--- src/rtl/pipe_ctrl_pkg.sv ---
// Pipeline control package
// Shared widths, bundles and the flush cause encoding used by the
// hazard tracker, trap unit and pipeline controller
`default_nettype none

package pipe_ctrl_pkg;

  // Fixed datapath widths
  parameter int PC_DW  = 32;
  parameter int REG_AW = 5;

  // ----------------------------------------------------------
  // Decode stage view of the current instruction
  typedef struct packed {
    logic              vld;
    logic              rd_en;
    logic [REG_AW-1:0] rd;
    logic              rs1_en;
    logic [REG_AW-1:0] rs1;
    logic              rs2_en;
    logic [REG_AW-1:0] rs2;
  } dec_t;

  // OITF report to the controller
  typedef struct packed {
    logic related;
    logic empty;
  } oitf_stat_t;

  // Trap unit requests plus its two vectors
  typedef struct packed {
    logic             req;
    logic             mret;
    logic [PC_DW-1:0] mtvec;
    logic [PC_DW-1:0] epc;
  } trap_req_t;

  // One stall level per stage
  typedef struct packed {
    logic pc;
    logic ifu;
    logic de;
    logic alu;
  } stall_t;

  // Fetch redirect, vld is a single cycle pulse
  typedef struct packed {
    logic             vld;
    logic [PC_DW-1:0] pc;
  } redirect_t;

  // ----------------------------------------------------------
  // Last reason the pipe was flushed
  typedef enum logic [2:0] {
    CAUSE_NONE   = 3'd0,
    CAUSE_JUMP   = 3'd1,
    CAUSE_FENCEI = 3'd2,
    CAUSE_IRQ    = 3'd3,
    CAUSE_MRET   = 3'd4
  } flush_cause_e;

endpackage

`default_nettype wire

--- src/rtl/oitf_tracker.sv ---
// Outstanding instruction tracker
// Keeps the rd of every dispatched long-latency instruction in a small
// circular table, flags RAW hazards against decode and reports empty
`timescale 1ns/1ps
`default_nettype none

module oitf_tracker #(
  parameter int OITF_DEPTH = 4
) (
  input  wire                      clk,
  input  wire                      rstn,
  input  pipe_ctrl_pkg::dec_t      dec,
  input  wire                      retire,
  input  wire                      fake_gen,
  output pipe_ctrl_pkg::oitf_stat_t status
);

  localparam int PTR_W = (OITF_DEPTH > 1) ? $clog2(OITF_DEPTH) : 1;
  localparam int CNT_W = $clog2(OITF_DEPTH + 1);

  // ----------------------------------------------------------
  // Table storage
  logic [pipe_ctrl_pkg::REG_AW-1:0] rd_tab [OITF_DEPTH];
  logic [OITF_DEPTH-1:0]            vld_q;
  logic [PTR_W-1:0]                 wr_ptr;
  logic [PTR_W-1:0]                 rd_ptr;
  logic [CNT_W-1:0]                 count;
  logic                             empty_q;

  logic full;
  logic hit;
  logic related;
  logic alloc;
  logic dealloc;
  logic [CNT_W-1:0] count_nxt;

  // Full when every slot holds a pending writer
  assign full = (count == CNT_W'(OITF_DEPTH));

  // ----------------------------------------------------------
  // Source compare against all live entries
  always_comb begin
    hit = 1'b0;
    for (int i = 0; i < OITF_DEPTH; i++) begin
      if (vld_q[i]) begin
        // rs1 match
        if (dec.rs1_en && (rd_tab[i] == dec.rs1)) begin
          hit = 1'b1;
        end
        // rs2 match
        if (dec.rs2_en && (rd_tab[i] == dec.rs2)) begin
          hit = 1'b1;
        end
      end
    end
  end

  // Decode waits on a hazard or when there is no free slot
  assign related = dec.vld & (hit | full);

  // No new entry while the pipe drains under fake_gen
  assign alloc   = dec.vld & dec.rd_en & ~related & ~fake_gen;
  assign dealloc = retire & (count != '0);

  always_comb begin
    count_nxt = count;
    if (alloc && !dealloc) begin
      count_nxt = count + 1'b1;
    end else if (dealloc && !alloc) begin
      count_nxt = count - 1'b1;
    end
  end

  // ----------------------------------------------------------
  // Pointers, count and valid bits
  always_ff @(posedge clk or negedge rstn) begin
    if (!rstn) begin
      wr_ptr  <= '0;
      rd_ptr  <= '0;
      count   <= '0;
      vld_q   <= '0;
      empty_q <= 1'b1;
    end else begin
      if (alloc) begin
        vld_q[wr_ptr] <= 1'b1;
        // Wrap for depths that are not a power of two
        wr_ptr <= (wr_ptr == PTR_W'(OITF_DEPTH - 1)) ? '0 : wr_ptr + 1'b1;
      end
      if (dealloc) begin
        vld_q[rd_ptr] <= 1'b0;
        rd_ptr <= (rd_ptr == PTR_W'(OITF_DEPTH - 1)) ? '0 : rd_ptr + 1'b1;
      end
      count   <= count_nxt;
      empty_q <= (count_nxt == '0);
    end
  end

  // Destination register of each new entry
  always_ff @(posedge clk) begin
    if (alloc) begin
      rd_tab[wr_ptr] <= dec.rd;
    end
  end

  assign status.related = related;
  assign status.empty   = empty_q;

  // ----------------------------------------------------------
  // Checks
  // Retire strobe from the pipe must match a tracked entry
  a_no_retire_empty : assert property (
    @(posedge clk) disable iff (!rstn) retire |-> !empty_q
  );

  // A new entry never lands on a slot still in flight
  a_no_alloc_full : assert property (
    @(posedge clk) disable iff (!rstn) alloc |-> !vld_q[wr_ptr]
  );

endmodule

`default_nettype wire

--- src/rtl/trap_unit.sv ---
// Trap unit
// Holds mtvec, epc and the interrupt enable bit; turns the irq level
// into a single entry pulse and mret_exec into a return pulse
`timescale 1ns/1ps
`default_nettype none

module trap_unit (
  input  wire                                clk,
  input  wire                                rstn,
  input  wire                                irq,
  input  wire                                mret_exec,
  input  wire [pipe_ctrl_pkg::PC_DW-1:0]     cur_pc,
  input  wire                                csr_we,
  input  wire [pipe_ctrl_pkg::PC_DW-1:0]     csr_wdata,
  output pipe_ctrl_pkg::trap_req_t           trap
);

  // ----------------------------------------------------------
  // State
  logic                            en_q;
  logic                            req_q;
  logic                            mret_q;
  logic [pipe_ctrl_pkg::PC_DW-1:0] mtvec_q;
  logic [pipe_ctrl_pkg::PC_DW-1:0] epc_q;

  logic take_irq;
  logic take_mret;

  // Interrupt taken only while enabled
  assign take_irq  = irq & en_q;

  // Entry has priority over a return in the same cycle
  assign take_mret = mret_exec & ~take_irq;

  // ----------------------------------------------------------
  // Request pulses and enable bit
  always_ff @(posedge clk or negedge rstn) begin
    if (!rstn) begin
      req_q  <= 1'b0;
      mret_q <= 1'b0;
      en_q   <= 1'b1;
    end else begin
      req_q  <= take_irq;
      mret_q <= take_mret;
      if (take_irq) begin
        // Masked until the handler returns
        en_q <= 1'b0;
      end else if (take_mret) begin
        en_q <= 1'b1;
      end
    end
  end

  // Trap vector, written through the CSR port
  always_ff @(posedge clk or negedge rstn) begin
    if (!rstn) begin
      mtvec_q <= '0;
    end else if (csr_we) begin
      mtvec_q <= csr_wdata;
    end
  end

  // Return address captured at interrupt entry
  always_ff @(posedge clk) begin
    if (take_irq) begin
      epc_q <= cur_pc;
    end
  end

  // ----------------------------------------------------------
  // Outputs
  assign trap.req   = req_q;
  assign trap.mret  = mret_q;
  assign trap.mtvec = mtvec_q;
  assign trap.epc   = epc_q;

  // ----------------------------------------------------------
  // Checks
  // Entry and return never overlap
  a_req_mret_excl : assert property (
    @(posedge clk) disable iff (!rstn) !(trap.req && trap.mret)
  );

  // A held irq gives one entry until a return re-enables it
  a_req_single : assert property (
    @(posedge clk) disable iff (!rstn) trap.req |=> !trap.req
  );

endmodule

`default_nettype wire

--- src/rtl/pipe_control.sv ---
// Pipeline controller
// Merges hazard, trap, jump and fence.i events into per-stage stalls,
// a flush pulse, a fake-valid drain flag and the fetch redirect
`timescale 1ns/1ps
`default_nettype none

module pipe_control (
  input  wire                        clk,
  input  wire                        rstn,
  input  pipe_ctrl_pkg::oitf_stat_t  status,
  input  pipe_ctrl_pkg::trap_req_t   trap,
  input  wire                        jump_en,
  input  wire                        fence_i,
  input  wire                        wb_alu_stall,
  input  wire                        fetch_idle,
  output pipe_ctrl_pkg::stall_t      stall,
  output logic                       fake_gen,
  output logic                       flush_start,
  output pipe_ctrl_pkg::redirect_t   redirect
);

  // ----------------------------------------------------------
  // State
  logic                        fake_q;
  logic                        empty_1d;
  logic                        mret_pend;
  pipe_ctrl_pkg::flush_cause_e cause_q;
  pipe_ctrl_pkg::flush_cause_e cur_cause;

  logic empty_rise;
  logic real_mret;

  // Any event that throws away younger instructions
  assign flush_start = jump_en | fence_i | trap.req | trap.mret;

  // Current cause, interrupt first
  always_comb begin
    if (trap.req) begin
      cur_cause = pipe_ctrl_pkg::CAUSE_IRQ;
    end else if (trap.mret) begin
      cur_cause = pipe_ctrl_pkg::CAUSE_MRET;
    end else if (jump_en) begin
      cur_cause = pipe_ctrl_pkg::CAUSE_JUMP;
    end else if (fence_i) begin
      cur_cause = pipe_ctrl_pkg::CAUSE_FENCEI;
    end else begin
      cur_cause = pipe_ctrl_pkg::CAUSE_NONE;
    end
  end

  // ----------------------------------------------------------
  // Fake flag: set by a flush, cleared once drained and fetch idle
  always_ff @(posedge clk or negedge rstn) begin
    if (!rstn) begin
      fake_q  <= 1'b0;
      cause_q <= pipe_ctrl_pkg::CAUSE_NONE;
    end else begin
      if (flush_start) begin
        fake_q  <= 1'b1;
        cause_q <= cur_cause;
      end else if (status.empty && fetch_idle) begin
        fake_q <= 1'b0;
      end
    end
  end

  // Shared by every stage
  assign fake_gen = fake_q;

  // Stage stalls
  assign stall.pc  = status.related | wb_alu_stall | fake_q;
  assign stall.ifu = status.related | wb_alu_stall;
  assign stall.de  = status.related | wb_alu_stall;
  assign stall.alu = wb_alu_stall;

  // ----------------------------------------------------------
  // Return redirect waits for the OITF to drain
  always_ff @(posedge clk or negedge rstn) begin
    if (!rstn) begin
      // Table is empty out of reset, so no edge right after it
      empty_1d  <= 1'b1;
      mret_pend <= 1'b0;
    end else begin
      empty_1d <= status.empty;
      if (trap.mret) begin
        mret_pend <= 1'b1;
      end else if (status.empty) begin
        mret_pend <= 1'b0;
      end
    end
  end

  assign empty_rise = status.empty & ~empty_1d;

  // Immediate if already drained, else on the drain edge
  assign real_mret = (trap.mret & status.empty) | (mret_pend & empty_rise);

  // Interrupt goes to mtvec, return to epc
  assign redirect.vld = trap.req | real_mret;
  assign redirect.pc  = trap.req ? trap.mtvec : trap.epc;

  // ----------------------------------------------------------
  // Checks
  // Only trap entry or return may move the fetch PC
  a_redirect_cause : assert property (
    @(posedge clk) disable iff (!rstn)
      redirect.vld |->
        (cur_cause == pipe_ctrl_pkg::CAUSE_IRQ)  ||
        (cur_cause == pipe_ctrl_pkg::CAUSE_MRET) ||
        (cause_q   == pipe_ctrl_pkg::CAUSE_MRET)
  );

endmodule

`default_nettype wire

--- src/rtl/pipe_ctrl_top.sv ---
// Pipeline control top level
// Ties the OITF, the trap unit and the pipeline controller together
`timescale 1ns/1ps
`default_nettype none

module pipe_ctrl_top #(
  parameter int OITF_DEPTH = 4
) (
  input  wire                            clk,
  input  wire                            rstn,
  // Decode and retire
  input  pipe_ctrl_pkg::dec_t            dec,
  input  wire                            retire,
  // Fetch and execute events
  input  wire                            fetch_idle,
  input  wire                            jump_en,
  input  wire                            fence_i,
  input  wire                            mret_exec,
  input  wire                            wb_alu_stall,
  // Interrupt and CSR
  input  wire                            irq,
  input  wire [pipe_ctrl_pkg::PC_DW-1:0] cur_pc,
  input  wire                            csr_we,
  input  wire [pipe_ctrl_pkg::PC_DW-1:0] csr_wdata,
  // Control outputs
  output pipe_ctrl_pkg::stall_t          stall,
  output logic                           fake_gen,
  output logic                           flush_start,
  output pipe_ctrl_pkg::redirect_t       redirect
);

  // ----------------------------------------------------------
  // Internal buses
  pipe_ctrl_pkg::oitf_stat_t status;
  pipe_ctrl_pkg::trap_req_t  trap;

  oitf_tracker #(
    .OITF_DEPTH (OITF_DEPTH)
  ) u_oitf (
    .clk      (clk),
    .rstn     (rstn),
    .dec      (dec),
    .retire   (retire),
    .fake_gen (fake_gen),
    .status   (status)
  );

  trap_unit u_trap (
    .clk       (clk),
    .rstn      (rstn),
    .irq       (irq),
    .mret_exec (mret_exec),
    .cur_pc    (cur_pc),
    .csr_we    (csr_we),
    .csr_wdata (csr_wdata),
    .trap      (trap)
  );

  // Drain flag loops back to block OITF allocation
  pipe_control u_ctrl (
    .clk          (clk),
    .rstn         (rstn),
    .status       (status),
    .trap         (trap),
    .jump_en      (jump_en),
    .fence_i      (fence_i),
    .wb_alu_stall (wb_alu_stall),
    .fetch_idle   (fetch_idle),
    .stall        (stall),
    .fake_gen     (fake_gen),
    .flush_start  (flush_start),
    .redirect     (redirect)
  );

endmodule

`default_nettype wire

--- config.mk ---
export PLATFORM = sky130hd
export DESIGN_NAME = pipe_ctrl_top
export DESIGN_NICKNAME = d
export VERILOG_FILES = /design/src/rtl/pipe_ctrl_pkg.sv /design/src/rtl/oitf_tracker.sv /design/src/rtl/trap_unit.sv /design/src/rtl/pipe_control.sv /design/src/rtl/pipe_ctrl_top.sv
export SDC_FILE = /design/constraint.sdc
export NUM_CORES = 1
export LEC_CHECK = 0
export BUFFER_PORTS_ARGS = -buffer_cell sky130_fd_sc_hd__buf_2
export CAP_MARGIN = 20
export CORE_MARGIN = 3
export CORE_UTILIZATION = 56
export CTS_CLUSTER_DIAMETER = 150
export DETAILED_ROUTE_END_ITERATION = 16
export PLACE_DENSITY = 0.93
export SLEW_MARGIN = 20
export SYNTH_ARGS = -nofsm -noshare
export SYNTH_HDL_FRONTEND = slang
export SYNTH_SLANG_ARGS = --single-unit
--- constraint.sdc ---
create_clock -name clk -period 5.05 [get_ports clk]
set_input_delay 0.505 -clock clk [delete_from_list [all_inputs] [get_ports clk]]
set_output_delay 0.505 -clock clk [all_outputs]
set_load 0.02 [all_outputs]
# After elaboration in Yosys (flattened, before gate mapping)
# Memories as Yosys holds them, arrays and structs flattened.
# Index checks and enable logic that the tools add are counted.
[word_totals]
n_memories = 1
mem_bits_rw = 20
reg_bits = 82
[mem_list]
columns = ["name", "depth", "word_bits", "rd", "rd_clocked_by_memory_dff", "write_ports", "line_no", "source"]
rows = [
  ["u_oitf.rd_tab", 4, 5, 4, 0, 1, "oitf_tracker.sv:23", "logic [pipe_ctrl_pkg::REG_AW-1:0] rd_tab [OITF_DEPTH];"],
]
[classes]
magnitude_cmp = 4
n_mux = 31
reduce_logical = 20
bitwise = 25
n_eq_ne = 11
n_addsub = 4
[op_table]
columns = ["op", "n"]
rows = [
  ["== test 5 bit", 8],
  ["two-way mux 32 bit", 1],
  ["two-way mux 1 bit", 22],
  ["logical AND 1 bit", 13],
  ["AND 1 bit", 10],
  ["two-way mux 4 bit", 2],
  ["bitwise OR 1 bit", 8],
  ["< comparator 2 x 3 -> 1 bit (second input constant)", 2],
  ["two-way mux 3 bit", 2],
  ["nonzero test 2 bit", 3],
  ["adder 2 x 1 -> 2 bit (second input constant)", 2],
  ["AND 4 bit", 1],
  ["demux 1 bit (select 2 bit)", 2],
  ["== test 2 bit (second input constant)", 2],
  [">= comparator 2 x 1 -> 1 bit (second input constant)", 2],
  ["two-way mux 2 bit", 2],
  ["NOT 1 bit", 4],
  ["NOT 4 bit", 1],
  ["bitwise OR 4 bit", 1],
  ["adder 3 x 1 -> 3 bit (second input constant)", 1],
  ["== test 3 bit (second input constant)", 1],
  ["logical NOT 3 bit", 1],
  ["nonzero test 3 bit", 1],
  ["subtractor 3 x 1 -> 3 bit (second input constant)", 1],
  ["logical NOT 1 bit", 2],
]

# Logic depth before layout (Yosys ltp)
# Gate-level depths: netlist of the first run.
[depth]
word_depth = 24
ltp_mapped = 8
depth_no_buf = 8

# By module
# A second synthesis of the first run with hierarchy kept.
[unflattened]
hier_cells = 317
hier_area_um2 = 4793.3
[by_module_without_submodules]
columns = ["module", "seq_area_each_um2", "cells_each", "area_each_um2", "instances"]
rows = [
  ["trap_unit", 1838.0, 109, 2417.3, 1],
  ["oitf_tracker", 902.1, 157, 1835.5, 1],
  ["pipe_control", 76.3, 51, 540.5, 1],
]

# Worst setup path after synthesis of the first run
# Ideal clock, no wire load.
[synth_timing]
kind = "input -> output"
start = "in dec[1] (netlist bit)"
end = "out stall[3] (netlist bit)"
stages = 7
arrival_ns = 1.911
required_time_ns = 4.545
slack_ns = 2.634
cell_sequence = "xnor2_1 -> and2_0 -> a32oi_1 -> o2111a_1 -> nand3_1 -> a21o_1 -> or2_2"
[synth_lines]
columns = ["item", "line_no", "source"]
rows = [
  ["start, declared", "pipe_ctrl_top.sv:12", "input pipe_ctrl_pkg::dec_t dec,"],
  ["end, declared", "pipe_ctrl_top.sv:26", "output pipe_ctrl_pkg::stall_t stall,"],
]

==> results of run 1 <==
-- cells in the final DEF (no fill, tap or decap), types with 4 or more instances in the layout --
master	count
a21oi_1	5
clkbuf_8	9
mux2_2	64
nor2_1	6
dfrtp_1	47
a2bb2oi_1	4
buf_2	131
o21ai_0	7
nand2_1	9
nand3_1	4
and3_1	5
ha_1	11
nand4_1	6
edfxtp_1	52
nor4_1	6
inv_1	12
xnor2_1	18
xor2_1	23
-- sequential cells by signal, summed over array words and instances, names as in the netlist, 2 cells and up --
signal and flops:
u_oitf.count 3, u_oitf.rd_tab 20, u_oitf.vld_q 4, u_trap.mtvec_q 32, u_trap.epc_q 32, u_oitf.rd_ptr 2, u_oitf.wr_ptr 2
-- kinds of logic (layout without fill, tap and decap cells) --
group,count (synthesis),after routing,synth area share
AND/OR/NAND/NOR,47,47,0.0596
XOR/XNOR,41,41,0.0778
multiplexers,65,65,0.158
buffers and inverters,22,162,0.0195
AO/OA/AOI/OAI,30,30,0.0452
flip-flops,102,102,0.610
adder cells (fa/ha/maj),11,11,0.0298
-- area by class of cell --
class	instances	area [um^2]	area share
Tap cell	102	128	0.0230
Sequential cell	102	2820	0.507
Inverter	12	45.0	0.00812
Multi-Input combinational cell	194	1710	0.308
Clock inverter	6	43.8	0.00789
Clock buffer	10	128	0.0230
Timing Repair Buffer	134	678	0.122
-- final timing paths --
check / to / cells after the start / startpoint
max in group asynchronous: u_oitf.rd_ptr[0] / 2 / rstn
max: stall[3] / 8 / u_oitf.rd_tab[2][1]
min: u_trap.mtvec_q[22] / 2 / rstn
max reg2reg: u_oitf.rd_tab[0][1] / 5 / u_oitf.rd_tab[0][3]
min in group clk: u_trap.en_q / 2 / irq
min reg2reg: u_ctrl.empty_1d / 0 / u_oitf.empty_q
-- metal layers --
metal,track usage,vias to the layer above,part of all wire
met5,0,-,0
li1,-,1422,-
met4,0.112,0,0.038
met1,0.246,1464,0.39
met3,0.0483,33,0.068
met2,0.351,147,0.50
-- worst max-delay path, delay by kind of cell (launching register included) --
family,cells,cell delay [ns]
buf+inv,1,0.16
xor+xnor,1,0.15
simple gates,3,0.53
flops,1,0.45
compound gates,3,0.76
-- report_power, final --
| part | leakage, nW | switching [mW] | internal (mW) |
|---|---|---|---|
| combinational | 1.20 | 0.228 | 0.177 |
| clock | 0.0875 | 0.278 | 0.183 |
| sequential | 1.07 | 0.0511 | 0.959 |
-- through the flow --
step | hold slack [ns] | std cells
floorplan | 0.209 | 318
global placement | 0.367 | 544
detailed placement | 0.370 | 544
CTS | 0.257 | 560
global route | 0.271 | 560
finish | 0.239 | 560
==> impl_metrics.toml, run 1 <==
[floorplanning]
num_rows = 32
die_h_um = 96.8
io_pins = 132
dieWidth_um = 96.8
core_area_um2 = 7850
initial_core_util = 0.588
die-area_um2 = 9370

[synthesis]
netlist_top_cells_count = "mux2_2 (64), edfxtp_1 (52), dfrtp_1 (47), xor2_1 (23), xnor2_1 (18)"
synthesis.instances = 318
ys_seq_elements = 102
synth_nets = 422
async_flop_share = 0.490
synth_edf_count = 52
yosys-top-cells-area = "edfxtp_1 (34%), dfrtp_1 (25%), mux2_2 (16%)"
synth_top_cell_by_area = "edfxtp_1"
netlist_area_um2 = 4620
synth_ff_type = "edfxtp_1"
synthDistinctLibCells = 41
yosysMostFrequentCell = "mux2_2"
yosysSeqAreaShare = 0.610
synth_warnings = 0
synth.avg_cell_area_um2 = 14.5
synth_top_area_share = 0.338

[run]
maxCapViolCount = 0

[cts]
clock-sinks = 102
post_cts_buffers = 0
holdBufCountCts = 0
post_cts_resized = 0
htree_levels = 3
root_buffer = "clkbuf_8"
clk-insertion-delay-late_ns = 0.35
cts_tree = "done"
cts_made_buffers = 9
clock_path_buffers = 2
clk_pin_slew_ns = 0.10

[grt]
grt_pass1_wl_um = 15700
track_usage = 0.208
grt_max_degree = 51
grt_pass1_vias = 3275
antenna_found_initial = 0
grt_overflow_total = 0

[worst_setup_path]
endpoint_kind = "output port"
cp-start-kind = "flip-flop"
required_ns = 4.55
crit_fanout = 8
cp_slowest_stage_delay_ns = 0.45
path_cells = "xnor2_1, and2_0, a32oi_1, o2111a_1, nand3_1, a21o_1, or2_2, buf_2"
cp.arrival_ns = 2.39
r2r_slack_ns = 2.73
critPathKind = "reg2out"
cp_slowest_cell = "edfxtp_1"

[final_layout]
n_antenna_cell = 0
nets = 557
area_growth_pct = 20.2
layout-drive-gt1-share = 0.483
design_area_um2 = 5550
fin_util = 0.707
fill_cells = 527

[sta]
hold_viol_final = 0
setup_tns_ns = 0
rsz0062_at_grt = "false"
skew_ns = 0.0109
drv_slew = 0
finalCritPeriodShare = 0.573
max_slew_margin = 0.492
tightest_slew_ns = 0.761
setup_viol = 0
layout_setup_ws_ns = 2.16
period_needed_ns = 2.89
fmax_ghz = 0.346

[detailed_routing]
ant_nets = 0
drt-total-wl_um = 9870
dr.first_iter.drc_count = 140
drcViolationCount = 0
routedWlPerCell_um = 17.6
routed_via_density = 5.48
vias = 3066
first_pass_iters = 4

[power]
max-vdd-ir-drop_mv = 0.182
power_leakage_nw = 2.35
power_mw = 1.88
p_per_area_nw_per_um2 = 338

[placement]
dp_slack_ns = 2.30
gp_congestion = 0.955
dpl-instance-area_um2 = 5380
numPortBuffers = 131
hpwl_um = 7410

[hold_path]
holdCritPathClass = "in2async"

[status]
outcome = "complete, no violations"
Power figures use the tool's default switching activity.
==> run 2: changes to the inputs <==
--- a/config.mk
+++ b/config.mk
@@ -8,10 +8,10 @@
 export BUFFER_PORTS_ARGS = -buffer_cell sky130_fd_sc_hd__buf_2
 export CAP_MARGIN = 20
 export CORE_MARGIN = 3
-export CORE_UTILIZATION = 56
+export CORE_UTILIZATION = 47
 export CTS_CLUSTER_DIAMETER = 150
 export DETAILED_ROUTE_END_ITERATION = 16
-export PLACE_DENSITY = 0.93
+export PLACE_DENSITY = 0.84
 export SLEW_MARGIN = 20
 export SYNTH_ARGS = -nofsm -noshare
 export SYNTH_HDL_FRONTEND = slang
==> constraint.sdc (replaced) <==
create_clock -name clk -period 2.66 [get_ports clk]
set_input_delay 0.266 -clock clk [delete_from_list [all_inputs] [get_ports clk]]
set_output_delay 0.266 -clock clk [all_outputs]
set_load 0.02 [all_outputs]
==> run 2 against run 1 <==
Against the previous run: cell count rose by 5.9%; global-route usage fell by 2.7 points; sequential share of layout area fell by 0.98 points; register-to-register slack got worse by 2.5 ns; via count rose by 1.5%; sequential cell count did not move; power rose by 92%; wire length fell by 0.19%; sequential power rose by 90%; worst hold slack got worse by 0.18 ns; design area rose by 2.0%; largest cell class unchanged; first-iteration DRC count rose by 2.1%.
==> impl_metrics.toml, run 2 (synthesis results as in run 1) <==
[sta]
holdWs_ns = 0.0568
rsz0062_at_grt = "false"
setup_viol = 0
max_slew_margin = 0.505
hold_viol_final = 0
period_needed_ns = 2.56
fmax_ghz = 0.391
finalCritPeriodShare = 0.961
tightest_slew_ns = 0.742
skew_ns = 0.0153
drv_slew = 0
setup_tns_ns = 0

[grt]
antenna_found_initial = 0
grt_max_degree = 33
grt_pass1_wl_um = 15900
track_usage = 0.181
grt_pass1_vias = 3298
grt_overflow_total = 0

[placement]
place_inst = 572
numPortBuffers = 131
hpwl_um = 7420
dpl-instance-area_um2 = 5420
gp_congestion = 0.856

[floorplanning]
io_pins = 132
die_h_um = 105
dieWidth_um = 105
die-area_um2 = 11100
num_rows = 35
initial_core_util = 0.490
core_area_um2 = 9420

[power]
max-vdd-ir-drop_mv = 0.362
p_per_area_nw_per_um2 = 638
combinationalPowerShare = 0.214
power_leakage_nw = 2.39
swShare = 0.300
power_switching_mw = 1.08
clkPwrFrac = 0.255
p_int_mw = 2.53
p_seq_frac = 0.532

[detailed_routing]
dr.first_iter.drc_count = 143
vias = 3111
drt-total-wl_um = 9850
first_pass_iters = 6
routed_via_density = 5.25
drcViolationCount = 0
ant_nets = 0
routedWlPerCell_um = 16.6

[final_layout]
area_growth_pct = 22.5
design_area_um2 = 5660
fill_cells = 750
layout-drive-gt1-share = 0.494
reg_top3 = "u_trap.epc_q x32, u_trap.mtvec_q x32, u_oitf.rd_tab x20"
layout_commonest_cell = "buf_2"
final_cells = 593
fin_util = 0.601
final_cell_mix = "buf_2 (131), mux2_2 (64), edfxtp_1 (52)"
multi_input_area_um2 = 1720
nets = 563
n_antenna_cell = 0
seq_area_um2 = 2820

[run]
maxCapViolCount = 0

[cts]
htree_levels = 3
clock-sinks = 102
clk-insertion-delay-late_ns = 0.37
root_buffer = "clkbuf_8"
cts_made_buffers = 9
cts_tree = "done"
clock_path_buffers = 2
clk_pin_slew_ns = 0.10

[worst_setup_path]
cp-start-kind = "flip-flop"
required_ns = 2.39
crit_fanout = 3
critPathKind = "reg2out"
endpoint_kind = "output port"
cp.arrival_ns = 2.29

[hold_path]
holdCritPathClass = "in2reg"

[status]
outcome = "complete, no violations"
-- run 2: changes by cell type in the layout (fill, tap and decap cells not counted), sizes merged --
| cell | delta |
|---|---|
| dlygate4sd3 | +1 |
| clkinv | +1 |
| clkbuf | -1 |
| buf | +5 |
-- run 2: path summary, 6_finish.rpt --
| kind | from | to | slack [ns] | depth (start not counted) |
|---|---|---|---|---|
| worst min register to register | u_oitf.empty_q | u_ctrl.empty_1d | 0.38 | 0 |
| worst max-delay path | u_oitf.rd_tab[2][1] | stall[3] | 0.10 | 8 |
| worst min-delay path | irq | u_trap.en_q | 0.06 | 2 |
| max in group asynchronous | rstn | u_trap.en_q | 1.41 | 3 |
| min in group asynchronous | rstn | u_trap.mtvec_q[27] | 0.42 | 2 |
| worst max register to register | u_oitf.rd_tab[0][0] | u_oitf.rd_tab[3][0] | 0.28 | 5 |
-- run 2: stage by stage --
step	setup WS, ns	total power, mW
finish	0.103	3.61
global route	0.00990	3.82
CTS	0.0110	3.64
detailed placement	0.353	2.72
global placement	0.464	2.67
floorplan	0.560	2.43
-- run 2: repair_timing --
action / CTS / global route
pin swaps: 0 / 2
setup endpoints to repair: 1 / 1
setup buffers: 0 / 4
hold buffers: 1 / 0
endpoints found under the hold margin: 24 / 0
resized for setup: 1 / 1
-- run 2: per-layer routing --
metal	vias to the layer above	share of wire	global-route usage
met3	16	0.070	0.0494
met4	0	0.022	0.0722
li1	1435	-	-
met5	-	0	0
met2	129	0.52	0.313
met1	1531	0.39	0.214
-- run 2: final cells by class --
class,instances,area share
Sequential cell,102,0.498
Multi-Input combinational cell,194,0.304
Timing Repair Buffer,140,0.128
Tap cell,129,0.0285
Clock buffer,9,0.0219
Clock inverter,7,0.0117
Inverter,12,0.00796
-- run 2: worst max-delay path, cell delays in order, from the launching register on --
cell and delay, ns:
edfxtp_1 0.45, xnor2_1 0.14, and2_0 0.17, a32oi_2 0.21, o2111a_2 0.26, nand3_1 0.08
a21o_1 0.21, or2_2 0.26, buf_2 0.16
-- run 2: power groups by stage --
stage	logic, mW	clock network (mW)	registers (mW)
after CTS	0.774	0.946	1.92
after global placement	0.733	0	1.94
after detailed placement	0.766	0	1.95
after global routing	0.863	1.01	1.94
final	0.771	0.919	1.92
after floorplan	0.510	0	1.92
==> run 3: changes to the inputs <==
--- a/config.mk
+++ b/config.mk
@@ -12,6 +12,7 @@
 export CTS_CLUSTER_DIAMETER = 150
 export DETAILED_ROUTE_END_ITERATION = 16
 export PLACE_DENSITY = 0.84
+export RECOVER_POWER = 100
 export SLEW_MARGIN = 20
 export SYNTH_ARGS = -nofsm -noshare
 export SYNTH_HDL_FRONTEND = slang
==> run 3 against run 2 <==
Against the previous run: the flow now finishes with violations (max-capacitance violations, max-slew violations); non-clock buffer count unchanged; largest cell class unchanged; critical endpoint unchanged; design area down 1.3%; global-route usage unchanged.
==> impl_metrics.toml, run 3 (synthesis results as in run 1) <==
[status]
outcome = "complete, but fails checks"
violations = "max-capacitance violations, max-slew violations"

[sta]
drv_slew = 33
fmax_ghz = 0.389
setup_viol = 0
rsz0062_at_grt = "false"
hold_viol_final = 0
finalCritPeriodShare = 0.966
max_slew_margin = -0.174
period_needed_ns = 2.57
setup_tns_ns = 0
skew_ns = 0.0161
tightest_slew_ns = 1.76

[worst_setup_path]
r2r_slack_ns = 0.25
r2r_start = "u_oitf.rd_tab[0][0]"
cp-start-kind = "flip-flop"
crit_fanout = 3
required_ns = 2.39
r2r_end = "u_oitf.count[1]"
endpoint_kind = "output port"
cp.arrival_ns = 2.30
critPathKind = "reg2out"
r2r_cells = 7

[detailed_routing]
ant_nets = 0
drt-total-wl_um = 9790
routedWlPerCell_um = 16.5
dr.first_iter.drc_count = 124
routed_via_density = 5.22
vias = 3094
drcViolationCount = 0
first_pass_iters = 6

[final_layout]
nets = 563
layout_commonest_cell = "buf_2"
area_growth_pct = 20.9
fill_cells = 779
final_cell_mix = "buf_2 (90), mux2_2 (62), edfxtp_1 (52)"
n_antenna_cell = 0
reg_top3 = "u_trap.epc_q x32, u_trap.mtvec_q x32, u_oitf.rd_tab x20"
final_cells = 593
layout-drive-gt1-share = 0.390

[power]
p_per_area_nw_per_um2 = 642
combinationalPowerShare = 0.208
power_switching_mw = 1.08
power_leakage_nw = 2.27
p_int_mw = 2.50
p_seq_frac = 0.534
max-vdd-ir-drop_mv = 0.361
swShare = 0.302
power_mw = 3.59
clkPwrFrac = 0.257

[grt]
grt_pass1_wl_um = 15900
met3_usage = 0.0494
use_met2 = 0.313
busiest_layer = "met2"
gr-usage-met1 = 0.214
grt_overflow_total = 0
grt_pass1_vias = 3298
grt_max_degree = 33
antenna_found_initial = 0
track_usage = 0.181

[cts]
clk-insertion-delay-late_ns = 0.37
clock_path_buffers = 2
root_buffer = "clkbuf_8"
clock-sinks = 102
cts_tree = "done"
clk_pin_slew_ns = 0.09
cts_made_buffers = 9
htree_levels = 3

[hold_path]
min_to = "u_trap.en_q"
hold_depth = 2
min_from = "irq"
holdCritPathClass = "in2reg"

[placement]
numPortBuffers = 131
gp_congestion = 0.856
hpwl_um = 7420
place_inst = 572

[floorplanning]
io_pins = 132
dieWidth_um = 105
die_h_um = 105
num_rows = 35
initial_core_util = 0.490
die-area_um2 = 11100
core_area_um2 = 9420

[run]
maxCapViolCount = 1
==> run 3: repair_timing <==
action	CTS	global route
hold buffers	1	0
setup endpoints to repair	1	1
resized for setup	1	1
endpoints found under the hold margin	24	0
pin swaps	0	2
buffers inserted	0	4
==> run 3: metal layers <==
metal  routed length (um)  up-vias
li1                     -     1436
met1                 3700     1508
met2                 5110      132
met3                  741       18
met4                  243        0
met5                    0        -
==> run 3: worst max path at each step <==
stage / from / to / slack, ns / depth (start not counted)
after floorplan: u_oitf.rd_tab[2][1] / stall[3] / 0.56 / 7
after global placement: dec[10] / stall[3] / 0.46 / 9
after detailed placement: u_oitf.rd_tab[0][0] / u_oitf.rd_tab[3][0] / 0.35 / 5
after CTS: u_oitf.rd_tab[2][1] / stall[3] / 0.01 / 8
after global routing: u_oitf.rd_tab[2][1] / stall[3] / 0.008 / 8
final: u_oitf.rd_tab[0][0] / stall[3] / 0.09 / 7
==> run 3: power groups by stage <==
stage / registers (mW) / clock network [mW] / logic (mW)
finish: 1.92 / 0.923 / 0.747
global route: 1.94 / 1.01 / 0.840
CTS: 1.92 / 0.946 / 0.774
detailed placement: 1.95 / 0 / 0.766
global placement: 1.94 / 0 / 0.733
floorplan: 1.92 / 0 / 0.510
==> run 3: worst max-delay path, cell delays in order (launching register included) <==
cell and delay, ns:
edfxtp_1 0.43, xor2_1 0.20, nor4_1 0.55, a32oi_1 0.25, nand3_1 0.12, a21o_1 0.15, or2_2 0.10, buf_2 0.15
==> run 3: layout make-up <==
class                   count  area, um^2  area share
well taps                 129         161      0.0289
clock inverters             7        66.3      0.0119
flip-flops and latches    102        2820       0.504
clock buffers               9         124      0.0222
inverters                  12        45.0     0.00806
repair buffers            140         663       0.119
multi-input cells         194        1710       0.306
==> run 3: metrics by stage <==
| step | setup slack (ns) | utilization | hold slack, ns | area [um^2] |
|---|---|---|---|---|
| 5_1_grt | 0.00761 | 0.593 | 0.0365 | 5590 |
| 3_5_place_dp | 0.353 | 0.576 | 0.312 | 5420 |
| 2_1_floorplan | 0.560 | - | -0.0296 | 4620 |
| 3_3_place_gp | 0.464 | 0.576 | 0.302 | 5420 |
| 4_1_cts | 0.0110 | 0.597 | 0.0389 | 5620 |
| 6_report | 0.0909 | 0.593 | 0.0626 | 5590 |
